### src/common/standby_pkg.sv
// Shared widths, byte count and data types of the standby queue bridge

package standby_pkg;

  // Byte-wide transfer queues of the target
  localparam int unsigned TTI_BYTE_W = 8;

  // Word width of the I2C engine
  localparam int unsigned I2C_WORD_W = 32;

  // Bytes carried by one I2C engine word
  localparam int unsigned BYTES_PER_WORD = I2C_WORD_W / TTI_BYTE_W;

  // Lane index width within one word
  localparam int unsigned BYTE_IDX_W = $clog2(BYTES_PER_WORD);

  // One queue byte
  typedef logic [TTI_BYTE_W-1:0] tti_byte_t;

  // One I2C engine word with lane 0 in the low byte
  typedef logic [I2C_WORD_W-1:0] i2c_word_t;

  // Selects one byte lane of a word
  typedef logic [BYTE_IDX_W-1:0] byte_idx_t;

  // Last lane index shared by both converters
  localparam byte_idx_t LAST_LANE = byte_idx_t'(BYTES_PER_WORD - 1);

  // Lane count and word width must agree
  localparam bit WIDTHS_MATCH = (BYTES_PER_WORD * TTI_BYTE_W) == I2C_WORD_W;

endpackage

### src/verilog/standby_queue_bridge.sv
// Standby target queue bridge with mode select, queue and event muxes, error flag
`timescale 1ns/1ps

module standby_queue_bridge (
  input  logic                   clk_i,
  input  logic                   rst_ni,

  // Mode enables
  input  logic                   i3c_active_en_i,
  input  logic                   i3c_standby_en_i,

  // I2C engine RX words
  input  logic                   i2c_rx_wvalid_i,
  input  standby_pkg::i2c_word_t i2c_rx_wdata_i,
  output logic                   i2c_rx_wready_o,

  // I3C engine RX bytes
  input  logic                   i3c_rx_wvalid_i,
  input  standby_pkg::tti_byte_t i3c_rx_wdata_i,
  output logic                   i3c_rx_wready_o,

  // RX data queue
  output logic                   rx_queue_wvalid_o,
  output standby_pkg::tti_byte_t rx_queue_wdata_o,
  input  logic                   rx_queue_wready_i,

  // TX data queue
  input  logic                   tx_queue_rvalid_i,
  input  standby_pkg::tti_byte_t tx_queue_rdata_i,
  output logic                   tx_queue_rready_o,

  // I2C engine TX words
  output logic                   i2c_tx_rvalid_o,
  output standby_pkg::i2c_word_t i2c_tx_rdata_o,
  input  logic                   i2c_tx_rready_i,

  // I3C engine TX bytes
  output logic                   i3c_tx_rvalid_o,
  output standby_pkg::tti_byte_t i3c_tx_rdata_o,
  input  logic                   i3c_tx_rready_i,

  input  logic                   i3c_tx_flush_i,
  output logic                   tx_queue_flush_o,

  // IBI queue handshake
  input  logic                   ibi_queue_rvalid_i,
  output logic                   ibi_queue_rready_o,
  output logic                   ibi_rvalid_o,
  input  logic                   i3c_ibi_rready_i,

  // Bus conditions from both engines
  input  logic                   i2c_bus_start_i,
  input  logic                   i2c_bus_rstart_i,
  input  logic                   i2c_bus_stop_i,
  input  logic                   i3c_bus_start_i,
  input  logic                   i3c_bus_rstart_i,
  input  logic                   i3c_bus_stop_i,
  output logic                   bus_start_o,
  output logic                   bus_rstart_o,
  output logic                   bus_stop_o,

  // Received address with RnW bit
  input  logic [7:0]             i2c_bus_addr_i,
  input  logic [7:0]             i3c_bus_addr_i,
  input  logic                   i2c_bus_addr_valid_i,
  input  logic                   i3c_bus_addr_valid_i,
  output logic [7:0]             bus_addr_o,
  output logic                   bus_addr_valid_o,

  input  logic                   parity_err_i,
  input  logic                   get_status_done_i,
  output logic                   err_o
);

  // 0 selects the I2C engine, 1 the I3C engine
  logic i3c_mode;
  assign i3c_mode = i3c_active_en_i | i3c_standby_en_i;

  logic                   unpk_sink_valid;
  logic                   unpk_sink_ready;
  logic                   unpk_source_valid;
  logic                   unpk_source_ready;
  standby_pkg::tti_byte_t unpk_source_data;

  logic                   pk_sink_valid;
  logic                   pk_sink_ready;
  logic                   pk_source_valid;
  logic                   pk_source_ready;

  // Converters only see traffic in I2C mode
  assign unpk_sink_valid   = i2c_rx_wvalid_i & ~i3c_mode;
  assign unpk_source_ready = rx_queue_wready_i & ~i3c_mode;
  assign pk_sink_valid     = tx_queue_rvalid_i & ~i3c_mode;
  assign pk_source_ready   = i2c_tx_rready_i & ~i3c_mode;

  // 32 -> 8 on the RX queue
  rx_word_unpacker u_rx_unpacker (
    .clk_i          (clk_i),
    .rst_ni         (rst_ni),
    .sink_valid_i   (unpk_sink_valid),
    .sink_ready_o   (unpk_sink_ready),
    .sink_data_i    (i2c_rx_wdata_i),
    .source_valid_o (unpk_source_valid),
    .source_ready_i (unpk_source_ready),
    .source_data_o  (unpk_source_data)
  );

  // 8 -> 32 on the TX queue
  tx_byte_packer u_tx_packer (
    .clk_i          (clk_i),
    .rst_ni         (rst_ni),
    .sink_valid_i   (pk_sink_valid),
    .sink_ready_o   (pk_sink_ready),
    .sink_data_i    (tx_queue_rdata_i),
    .source_valid_o (pk_source_valid),
    .source_ready_i (pk_source_ready),
    .source_data_o  (i2c_tx_rdata_o)
  );

  always_comb begin
    // Queue side follows the active engine
    rx_queue_wvalid_o = i3c_mode ? i3c_rx_wvalid_i : unpk_source_valid;
    rx_queue_wdata_o  = i3c_mode ? i3c_rx_wdata_i : unpk_source_data;
    tx_queue_rready_o = i3c_mode ? i3c_tx_rready_i : pk_sink_ready;
    tx_queue_flush_o  = i3c_mode ? i3c_tx_flush_i : 1'b0;

    // Inactive engine handshakes held low
    i2c_rx_wready_o = ~i3c_mode & unpk_sink_ready;
    i2c_tx_rvalid_o = ~i3c_mode & pk_source_valid;
    i3c_rx_wready_o = i3c_mode & rx_queue_wready_i;
    i3c_tx_rvalid_o = i3c_mode & tx_queue_rvalid_i;
    i3c_tx_rdata_o  = tx_queue_rdata_i;

    // IBI only exists on the I3C side
    ibi_rvalid_o       = i3c_mode & ibi_queue_rvalid_i;
    ibi_queue_rready_o = i3c_mode & i3c_ibi_rready_i;

    bus_start_o      = i3c_mode ? i3c_bus_start_i : i2c_bus_start_i;
    bus_rstart_o     = i3c_mode ? i3c_bus_rstart_i : i2c_bus_rstart_i;
    bus_stop_o       = i3c_mode ? i3c_bus_stop_i : i2c_bus_stop_i;
    bus_addr_o       = i3c_mode ? i3c_bus_addr_i : i2c_bus_addr_i;
    bus_addr_valid_o = i3c_mode ? i3c_bus_addr_valid_i : i2c_bus_addr_valid_i;
  end

  // Sticky parity error
  // A finished status read clears it and wins a tie
  always_ff @(posedge clk_i or negedge rst_ni) begin
    if (!rst_ni) begin
      err_o <= 1'b0;
    end else if (get_status_done_i) begin
      err_o <= 1'b0;
    end else if (parity_err_i) begin
      err_o <= 1'b1;
    end
  end

endmodule

### src/width_conv/rx_word_unpacker.sv
// RX width converter that splits one 32-bit I2C word into four queue bytes
`timescale 1ns/1ps

module rx_word_unpacker (
  input  logic                  clk_i,
  input  logic                  rst_ni,

  // Word side from the I2C engine
  input  logic                  sink_valid_i,
  output logic                  sink_ready_o,
  input  standby_pkg::i2c_word_t sink_data_i,

  // Byte side towards the RX data queue
  output logic                  source_valid_o,
  input  logic                  source_ready_i,
  output standby_pkg::tti_byte_t source_data_o
);

  standby_pkg::i2c_word_t  word_q;
  standby_pkg::byte_idx_t  idx_q;
  logic                    busy_q;

  logic sink_fire;
  logic source_fire;
  logic last_lane;

  // Only take a new word once every byte of the old one is gone
  assign sink_ready_o   = ~busy_q;
  assign source_valid_o = busy_q;

  assign sink_fire   = sink_valid_i & sink_ready_o;
  assign source_fire = source_valid_o & source_ready_i;
  assign last_lane   = (idx_q == standby_pkg::LAST_LANE);

  // Current lane with the least significant byte first
  assign source_data_o =
    word_q[int'(idx_q)*standby_pkg::TTI_BYTE_W +: standby_pkg::TTI_BYTE_W];

  // Word register loaded only on an accepted word
  always_ff @(posedge clk_i) begin
    if (sink_fire) begin
      word_q <= sink_data_i;
    end
  end

  // Busy flag and lane counter
  always_ff @(posedge clk_i or negedge rst_ni) begin
    if (!rst_ni) begin
      busy_q <= 1'b0;
      idx_q  <= '0;
    end else begin
      if (sink_fire) begin
        busy_q <= 1'b1;
        idx_q  <= '0;
      end else if (source_fire) begin
        // Counter wraps back to lane 0 after the last byte
        idx_q <= idx_q + 1'b1;
        if (last_lane) begin
          busy_q <= 1'b0;
        end
      end
    end
  end

endmodule

### src/width_conv/tx_byte_packer.sv
// TX width converter that gathers four queue bytes into one 32-bit I2C word
`timescale 1ns/1ps

module tx_byte_packer (
  input  logic                   clk_i,
  input  logic                   rst_ni,

  // Byte side from the TX data queue
  input  logic                   sink_valid_i,
  output logic                   sink_ready_o,
  input  standby_pkg::tti_byte_t sink_data_i,

  // Word side towards the I2C engine
  output logic                   source_valid_o,
  input  logic                   source_ready_i,
  output standby_pkg::i2c_word_t source_data_o
);

  standby_pkg::i2c_word_t word_q;
  standby_pkg::byte_idx_t idx_q;
  logic                   full_q;

  logic sink_fire;
  logic source_fire;
  logic last_lane;

  // Queue stalls while a complete word waits for the engine
  assign sink_ready_o   = ~full_q;
  assign source_valid_o = full_q;
  assign source_data_o  = word_q;

  assign sink_fire   = sink_valid_i & sink_ready_o;
  assign source_fire = source_valid_o & source_ready_i;
  assign last_lane   = (idx_q == standby_pkg::LAST_LANE);

  // First byte lands in the lowest lane
  always_ff @(posedge clk_i) begin
    if (sink_fire) begin
      word_q[int'(idx_q)*standby_pkg::TTI_BYTE_W +: standby_pkg::TTI_BYTE_W] <= sink_data_i;
    end
  end

  // Lane counter advances per accepted byte
  always_ff @(posedge clk_i or negedge rst_ni) begin
    if (!rst_ni) begin
      idx_q <= '0;
    end else if (sink_fire) begin
      idx_q <= idx_q + 1'b1;
    end
  end

  // Full flag set with lane 3 and dropped when the word leaves
  always_ff @(posedge clk_i or negedge rst_ni) begin
    if (!rst_ni) begin
      full_q <= 1'b0;
    end else begin
      if (sink_fire && last_lane) begin
        full_q <= 1'b1;
      end else if (source_fire) begin
        full_q <= 1'b0;
      end
    end
  end

endmodule
### config.mk
export PLATFORM = sky130hd
export DESIGN_NAME = standby_queue_bridge
export DESIGN_NICKNAME = d
export VERILOG_FILES = /design/src/common/standby_pkg.sv /design/src/verilog/standby_queue_bridge.sv /design/src/width_conv/rx_word_unpacker.sv /design/src/width_conv/tx_byte_packer.sv
export SDC_FILE = /design/constraint.sdc
export NUM_CORES = 1
export LEC_CHECK = 0
export BUFFER_PORTS_ARGS = -buffer_cell sky130_fd_sc_hd__buf_2
export CAP_MARGIN = 20
export CORE_MARGIN = 2
export CORE_UTILIZATION = 42
export CTS_CLUSTER_DIAMETER = 150
export DETAILED_ROUTE_END_ITERATION = 8
export GPL_TIMING_DRIVEN = 0
export PLACE_DENSITY = 0.77
export SLEW_MARGIN = 10
export SYNTH_ARGS = -nofsm -noshare
export SYNTH_HDL_FRONTEND = slang
export SYNTH_HIERARCHICAL = 1
export SYNTH_SLANG_ARGS = --single-unit
### constraint.sdc
create_clock -name clk_i -period 2.2 [get_ports clk_i]
set_clock_uncertainty 0.1 [all_clocks]
set_input_delay 0.22 -clock clk_i [delete_from_list [all_inputs] [get_ports clk_i]]
set_output_delay 0.22 -clock clk_i [all_outputs]
set_load 0.005 [all_outputs]
# [Word-level counts from Yosys, hierarchy flattened]
# Index checks and enable logic that the tools add are counted.
# Widths: inputs -> output; s select.
[word_totals] in_bits=87 reg_bits=71 output_inout_bits=70 word_cells=58
[classes] muxes=19 n_eq_ne=2 n_addsub=3 reduce_logical=6 bitwise=18 shifts=3
[op_table] operator="$neg 5->34" count=1
[op_table] operator="$shift 8x34->32 const A" count=1
[op_table] operator="$shiftx 8x34->32" count=1
[op_table] operator="$bwmux 32" count=1
[op_table] operator="$shiftx 32x6->8" count=1
[op_table] operator="$mux 8" count=2
[op_table] operator="$and 1x1->1" count=14
[op_table] operator="$mux 1" count=14
[op_table] operator="$reduce_bool 2->1" count=4
[op_table] operator="$add 2x1->2 const B" count=2
[op_table] operator="$eq 2x2->1 const B" count=2
[op_table] operator="$mux 2" count=2
[op_table] operator="$not 1->1" count=3
[op_table] operator="$reduce_and 2->1" count=1
[op_table] operator="$logic_and 1x1->1" count=1
[op_table] operator="$or 1x1->1" count=1

# [Logic depth before layout (Yosys ltp)]
[depth] ltp_word=6 depth_mapped=6

# [Hierarchy]
# Netlist, hierarchy kept.
[by_module_without_submodules] mod="tx_byte_packer" instances=1 cells_each=96 area_each_um2=1456.4
[by_module_without_submodules] mod="rx_word_unpacker" instances=1 cells_each=56 area_each_um2=1303.8
[by_module_without_submodules] mod="standby_queue_bridge" instances=1 cells_each=48 area_each_um2=447.9

# [Worst setup path before layout]
# OpenSTA, ideal clock, no wires.
[synth_path] path_type="input -> register" start="input port i3c_standby_en_i" end="register u_rx_unpacker.word_q[0] (enable)" n_path_buf=1 arrival_ns=2.201 stages=4 t_required_ns=1.675 setup_slack_ns=-0.525 setup_time_ns=0.425 cell_sequence="nor2_4 > buf_2 > and2_1 > nor2b_1"
[synth_via] elab_chain_len=4
[synth_rtl] element="from (decl)" line_no="standby_queue_bridge.sv:10" text="input logic i3c_standby_en_i,"
[synth_rtl] element="$or 1x1->1" line_no="standby_queue_bridge.sv:77" text="assign i3c_mode = i3c_active_en_i | i3c_standby_en_i;"
[synth_rtl] element="$not 1->1" line_no="standby_queue_bridge.sv:91" text="assign unpk_sink_valid = i2c_rx_wvalid_i & ~i3c_mode;"
[synth_rtl] element="$and 1x1->1" line_no="standby_queue_bridge.sv:91"
[synth_rtl] element="net unpk_sink_valid" line_no="standby_queue_bridge.sv:79" text="logic unpk_sink_valid;"
[synth_rtl] element="$and 1x1->1" line_no="rx_word_unpacker.sv:31" text="assign sink_fire = sink_valid_i & sink_ready_o;"
[synth_rtl] element="net u_rx_unpacker.sink_fire" line_no="rx_word_unpacker.sv:23" text="logic sink_fire;"
[synth_rtl] element="to (signal assigned)" line_no="rx_word_unpacker.sv:42" text="word_q <= sink_data_i;"
[synth_rtl] element="to (decl)" line_no="rx_word_unpacker.sv:19" text="standby_pkg::i2c_word_t word_q;"
# The timed path passes the listed nets, and every way through them passes these cells.
# A chain may end at the register's enable or synchronous reset.

# [Final worst setup path]
[layout_path] start="register u_rx_unpacker.idx_q[0]" end="output port rx_queue_wdata_o[2]"
[layout_via] elab_chain_len=2
[layout_rtl] element="from (decl)" line_no="rx_word_unpacker.sv:20" text="standby_pkg::byte_idx_t idx_q;"
[layout_rtl] element="from (signal assigned)" line_no="rx_word_unpacker.sv:57" text="idx_q <= idx_q + 1'b1;"
[layout_rtl] element="$shiftx 32x6->8" line_no="rx_word_unpacker.sv:37" text="word_q[int'(idx_q)*standby_pkg::TTI_BYTE_W +: standby_pkg::TTI_BYTE_W];"
[layout_rtl] element="net unpk_source_data[2]" line_no="standby_queue_bridge.sv:83" text="standby_pkg::tti_byte_t unpk_source_data;"
[layout_rtl] element="$mux 8" line_no="standby_queue_bridge.sv:123" text="rx_queue_wdata_o = i3c_mode ? i3c_rx_wdata_i : unpk_source_data;"
[layout_rtl] element="to (decl)" line_no="standby_queue_bridge.sv:24" text="output standby_pkg::tti_byte_t rx_queue_wdata_o,"
# The timed path passes the listed nets, and every way through them passes these cells.

==> impl_metrics.toml <==
[drt]
vias = 2458
wl_per_cell_um = 16.4
wl_um = 8320
dr.pass1.iters = 4
drtIter0Drc = 139
vias_per_cell = 4.85
drc = 0
ant_nets = 0

[global_route]
grt_use_total = 0.193
grt_pass1_wl_um = 12200
antenna_found_initial = 0
grt_pass1_vias = 2461
grt_max_degree = 33
grt.overflow.total = 0

[final_layout]
num-fill-cells = 543
final_nets = 497
syn2layout_area_growth_pct = 47.6
instances_no_fill = 507
finalInstanceArea_mm2 = 0.00473
drive_above_1_share = 0.554
antennaDiodeCount = 0

[setup_path]
cp_num_cells = 4
max_stage_delay_ns = 0.50
rrSetupSlack_ns = 0.19
cp-start-kind = "register"
crit_path_end_kind = "output pin"
cp.buffers_inverters = 2
r2r_cells = 5
cp_max_fo = 5
cp-startpoint = "u_rx_unpacker/idx_q[0]"
crit_chain = "buf_12, mux4_2, mux2_2, buf_2"
crit_required_ns = 1.88
cp_slowest_cell = "mux4_2"
r2r_start = "u_tx_packer/idx_q[0]"
criticalPathCategory = "reg2out"
worstSetupEndpoint = "rx_queue_wdata_o[2]"
crit_family = "multiplexers"
critPathArrivalTime_ns = 1.84
timing.rr.end = "u_tx_packer/source_data_o[7]"

[synth]
synth_edf_count = 64
synth_top_area_frac = 0.599
synth_area_leaders = "edfxtp_1 60%, mux2_2 8.4%, mux4_2 5.6%, dfrtp_1 5.5%, and2_1 3.5%"
ys_seq_area_frac = 0.654
ys.flop_type = "edfxtp_1"
yosysMostFrequentCell = "edfxtp_1"
yosys.area.top_type = "edfxtp_1"
synthArstFlopShare = 0.0986
synth_cells = 200
synth_commonest_cells = "64 x edfxtp_1, 24 x mux2_2, 18 x and2_1, 17 x and3_1"
synth_area_mm2 = 0.00321
syn_area_per_cell_um2 = 16.0
ys_warn_count = 6
synth_seq_cells = 71
synth_fp_nets = 293
synth_cell_types = 29

[timing]
max_freq_ghz = 0.463
slew_viol_final = 0
setup_violations = 0
max_slew_margin = 0.395
final.period_utilization = 0.982
fin_ws_ns = 0.0395
final_hold_viol_count = 0
final_period_minus_worst_setup_slack_ns = 2.16
worst_slew_pin_slew_ns = 0.905

[placement]
placed_area_mm2 = 0.00412
dp_hpwl_um = 5400
dpl_worst_slack_ns = -0.0284
portBuffers = 156
finalWeightedCongestion = 0.766
placed_cells = 455

[floorplan]
die_x_um = 91.4
num_rows = 31
die_height_um = 91.4
initial_core_util = 0.438
fp.coreArea_mm2 = 0.00733
io_pins = 157
dieArea_mm2 = 0.00835

[power]
leakage_uw = 0.00207
vdd_drop_max_uv = 648
pwr_density_cell_mw_per_mm2 = 864

[clock_network]
cts_tree = "yes"
clkSinkCount = 71
insertion_delay_ns = 0.33
cts_root_buf = "clkbuf_8"
clk_pin_slew_ns = 0.08
cts_buffers = 9
htreeDepth = 3
cts.path.max_buffers = 2

[flow_run]
drv_cap = 0

[outcome]
status = "finished, final reports clean"

[hold_path]
hold_path_class = "in2reg"
## worst min path at each step
stage	slack [ns]	cells after the start	from	endpoint
after CTS	0.05	3	i2c_tx_rready_i	u_tx_packer/source_valid_o
after global routing	0.07	3	i2c_tx_rready_i	u_tx_packer/source_valid_o
final	0.09	3	i2c_tx_rready_i	u_tx_packer/source_valid_o
after floorplan	-0.18	0	rst_ni	err_o
after detailed placement	-0.04	1	rst_ni	err_o
after global placement	-0.04	1	rst_ni	err_o
## kinds of logic after synthesis
kind of cell	synth area share
flops	0.654
xor+xnor	0.00273
mux	0.144
simple gates	0.129
fa+ha+maj	0.0234
buf+inv	0.0413
compound gates	0.00624
## routing by layer
metal,global-route usage,vias to the layer above,routed length [um]
met1,0.214,1173,3040
li1,-,1152,-
met3,0.0531,14,485
met2,0.348,119,4590
met5,0,-,0
met4,0.0783,0,212
## sequential cells by signal, summed over array words and instances (netlist names)
register                      flops
u_rx_unpacker/word_q             32
u_tx_packer/source_data_o        32
u_rx_unpacker/idx_q               2
u_tx_packer/idx_q                 2
err_o                             1
u_rx_unpacker/source_valid_o      1
u_tx_packer/source_valid_o        1
## metrics by stage
step / power [uW] / TNS (ns) / hold slack (ns) / utilization
after CTS: 4000 / 0 / 0.0490 / 0.640
after floorplan: 2460 / 0 / -0.176 / -
final: 4090 / 0 / 0.0889 / 0.646
after detailed placement: 2830 / -0.869 / -0.0413 / 0.562
after global placement: 2780 / -13.79 / -0.0403 / 0.561
after global routing: 4300 / -0.0822 / 0.0723 / 0.646
## layout make-up
type | count | area (um2) | share of cell area
Inverter | 5 | 18.8 | 0.00396
Tap cell | 99 | 124 | 0.0262
Timing Repair Buffer | 193 | 1160 | 0.246
Clock buffer | 9 | 124 | 0.0262
Multi-Input combinational cell | 109 | 990 | 0.209
Clock inverter | 6 | 93.8 | 0.0198
Buffer | 15 | 123 | 0.0259
Sequential cell | 71 | 2100 | 0.443
## where the power goes
part	total (uW)	internal, uW	switching (uW)
logic	1260	642	615
clock network	1140	642	496
registers	1700	1620	76.4
## worst min-delay path, stage by stage
cell and delay, ns:
buf_2 0.08, and2_1 0.11, o2bb2ai_1 0.07
## cells in the final DEF (no fill, tap or decap), drive strengths merged, types with 2 or more instances in the layout
cell / instances
buf: 171
edfxtp: 64
dlygate4sd3: 35
mux2: 24
and2: 18
and3: 17
clkbuf: 11
nor2: 10
mux4: 8
nor2b: 8
dfrtp: 7
inv: 7
ha: 6
nand2: 3
nand2b: 3
bufinv: 2
nor4: 2
## repair_timing
| action | 4_1_cts | 5_1_grt |
|---|---|---|
| endpoints found under the hold margin | 40 | 0 |
| endpoints found under the setup margin | 0 | 6 |
| setup buffers | 0 | 1 |
| gates resized for setup | 0 | 4 |
| hold buffers | 35 | 0 |
Note: power is estimated with default switching activity, not from simulation.
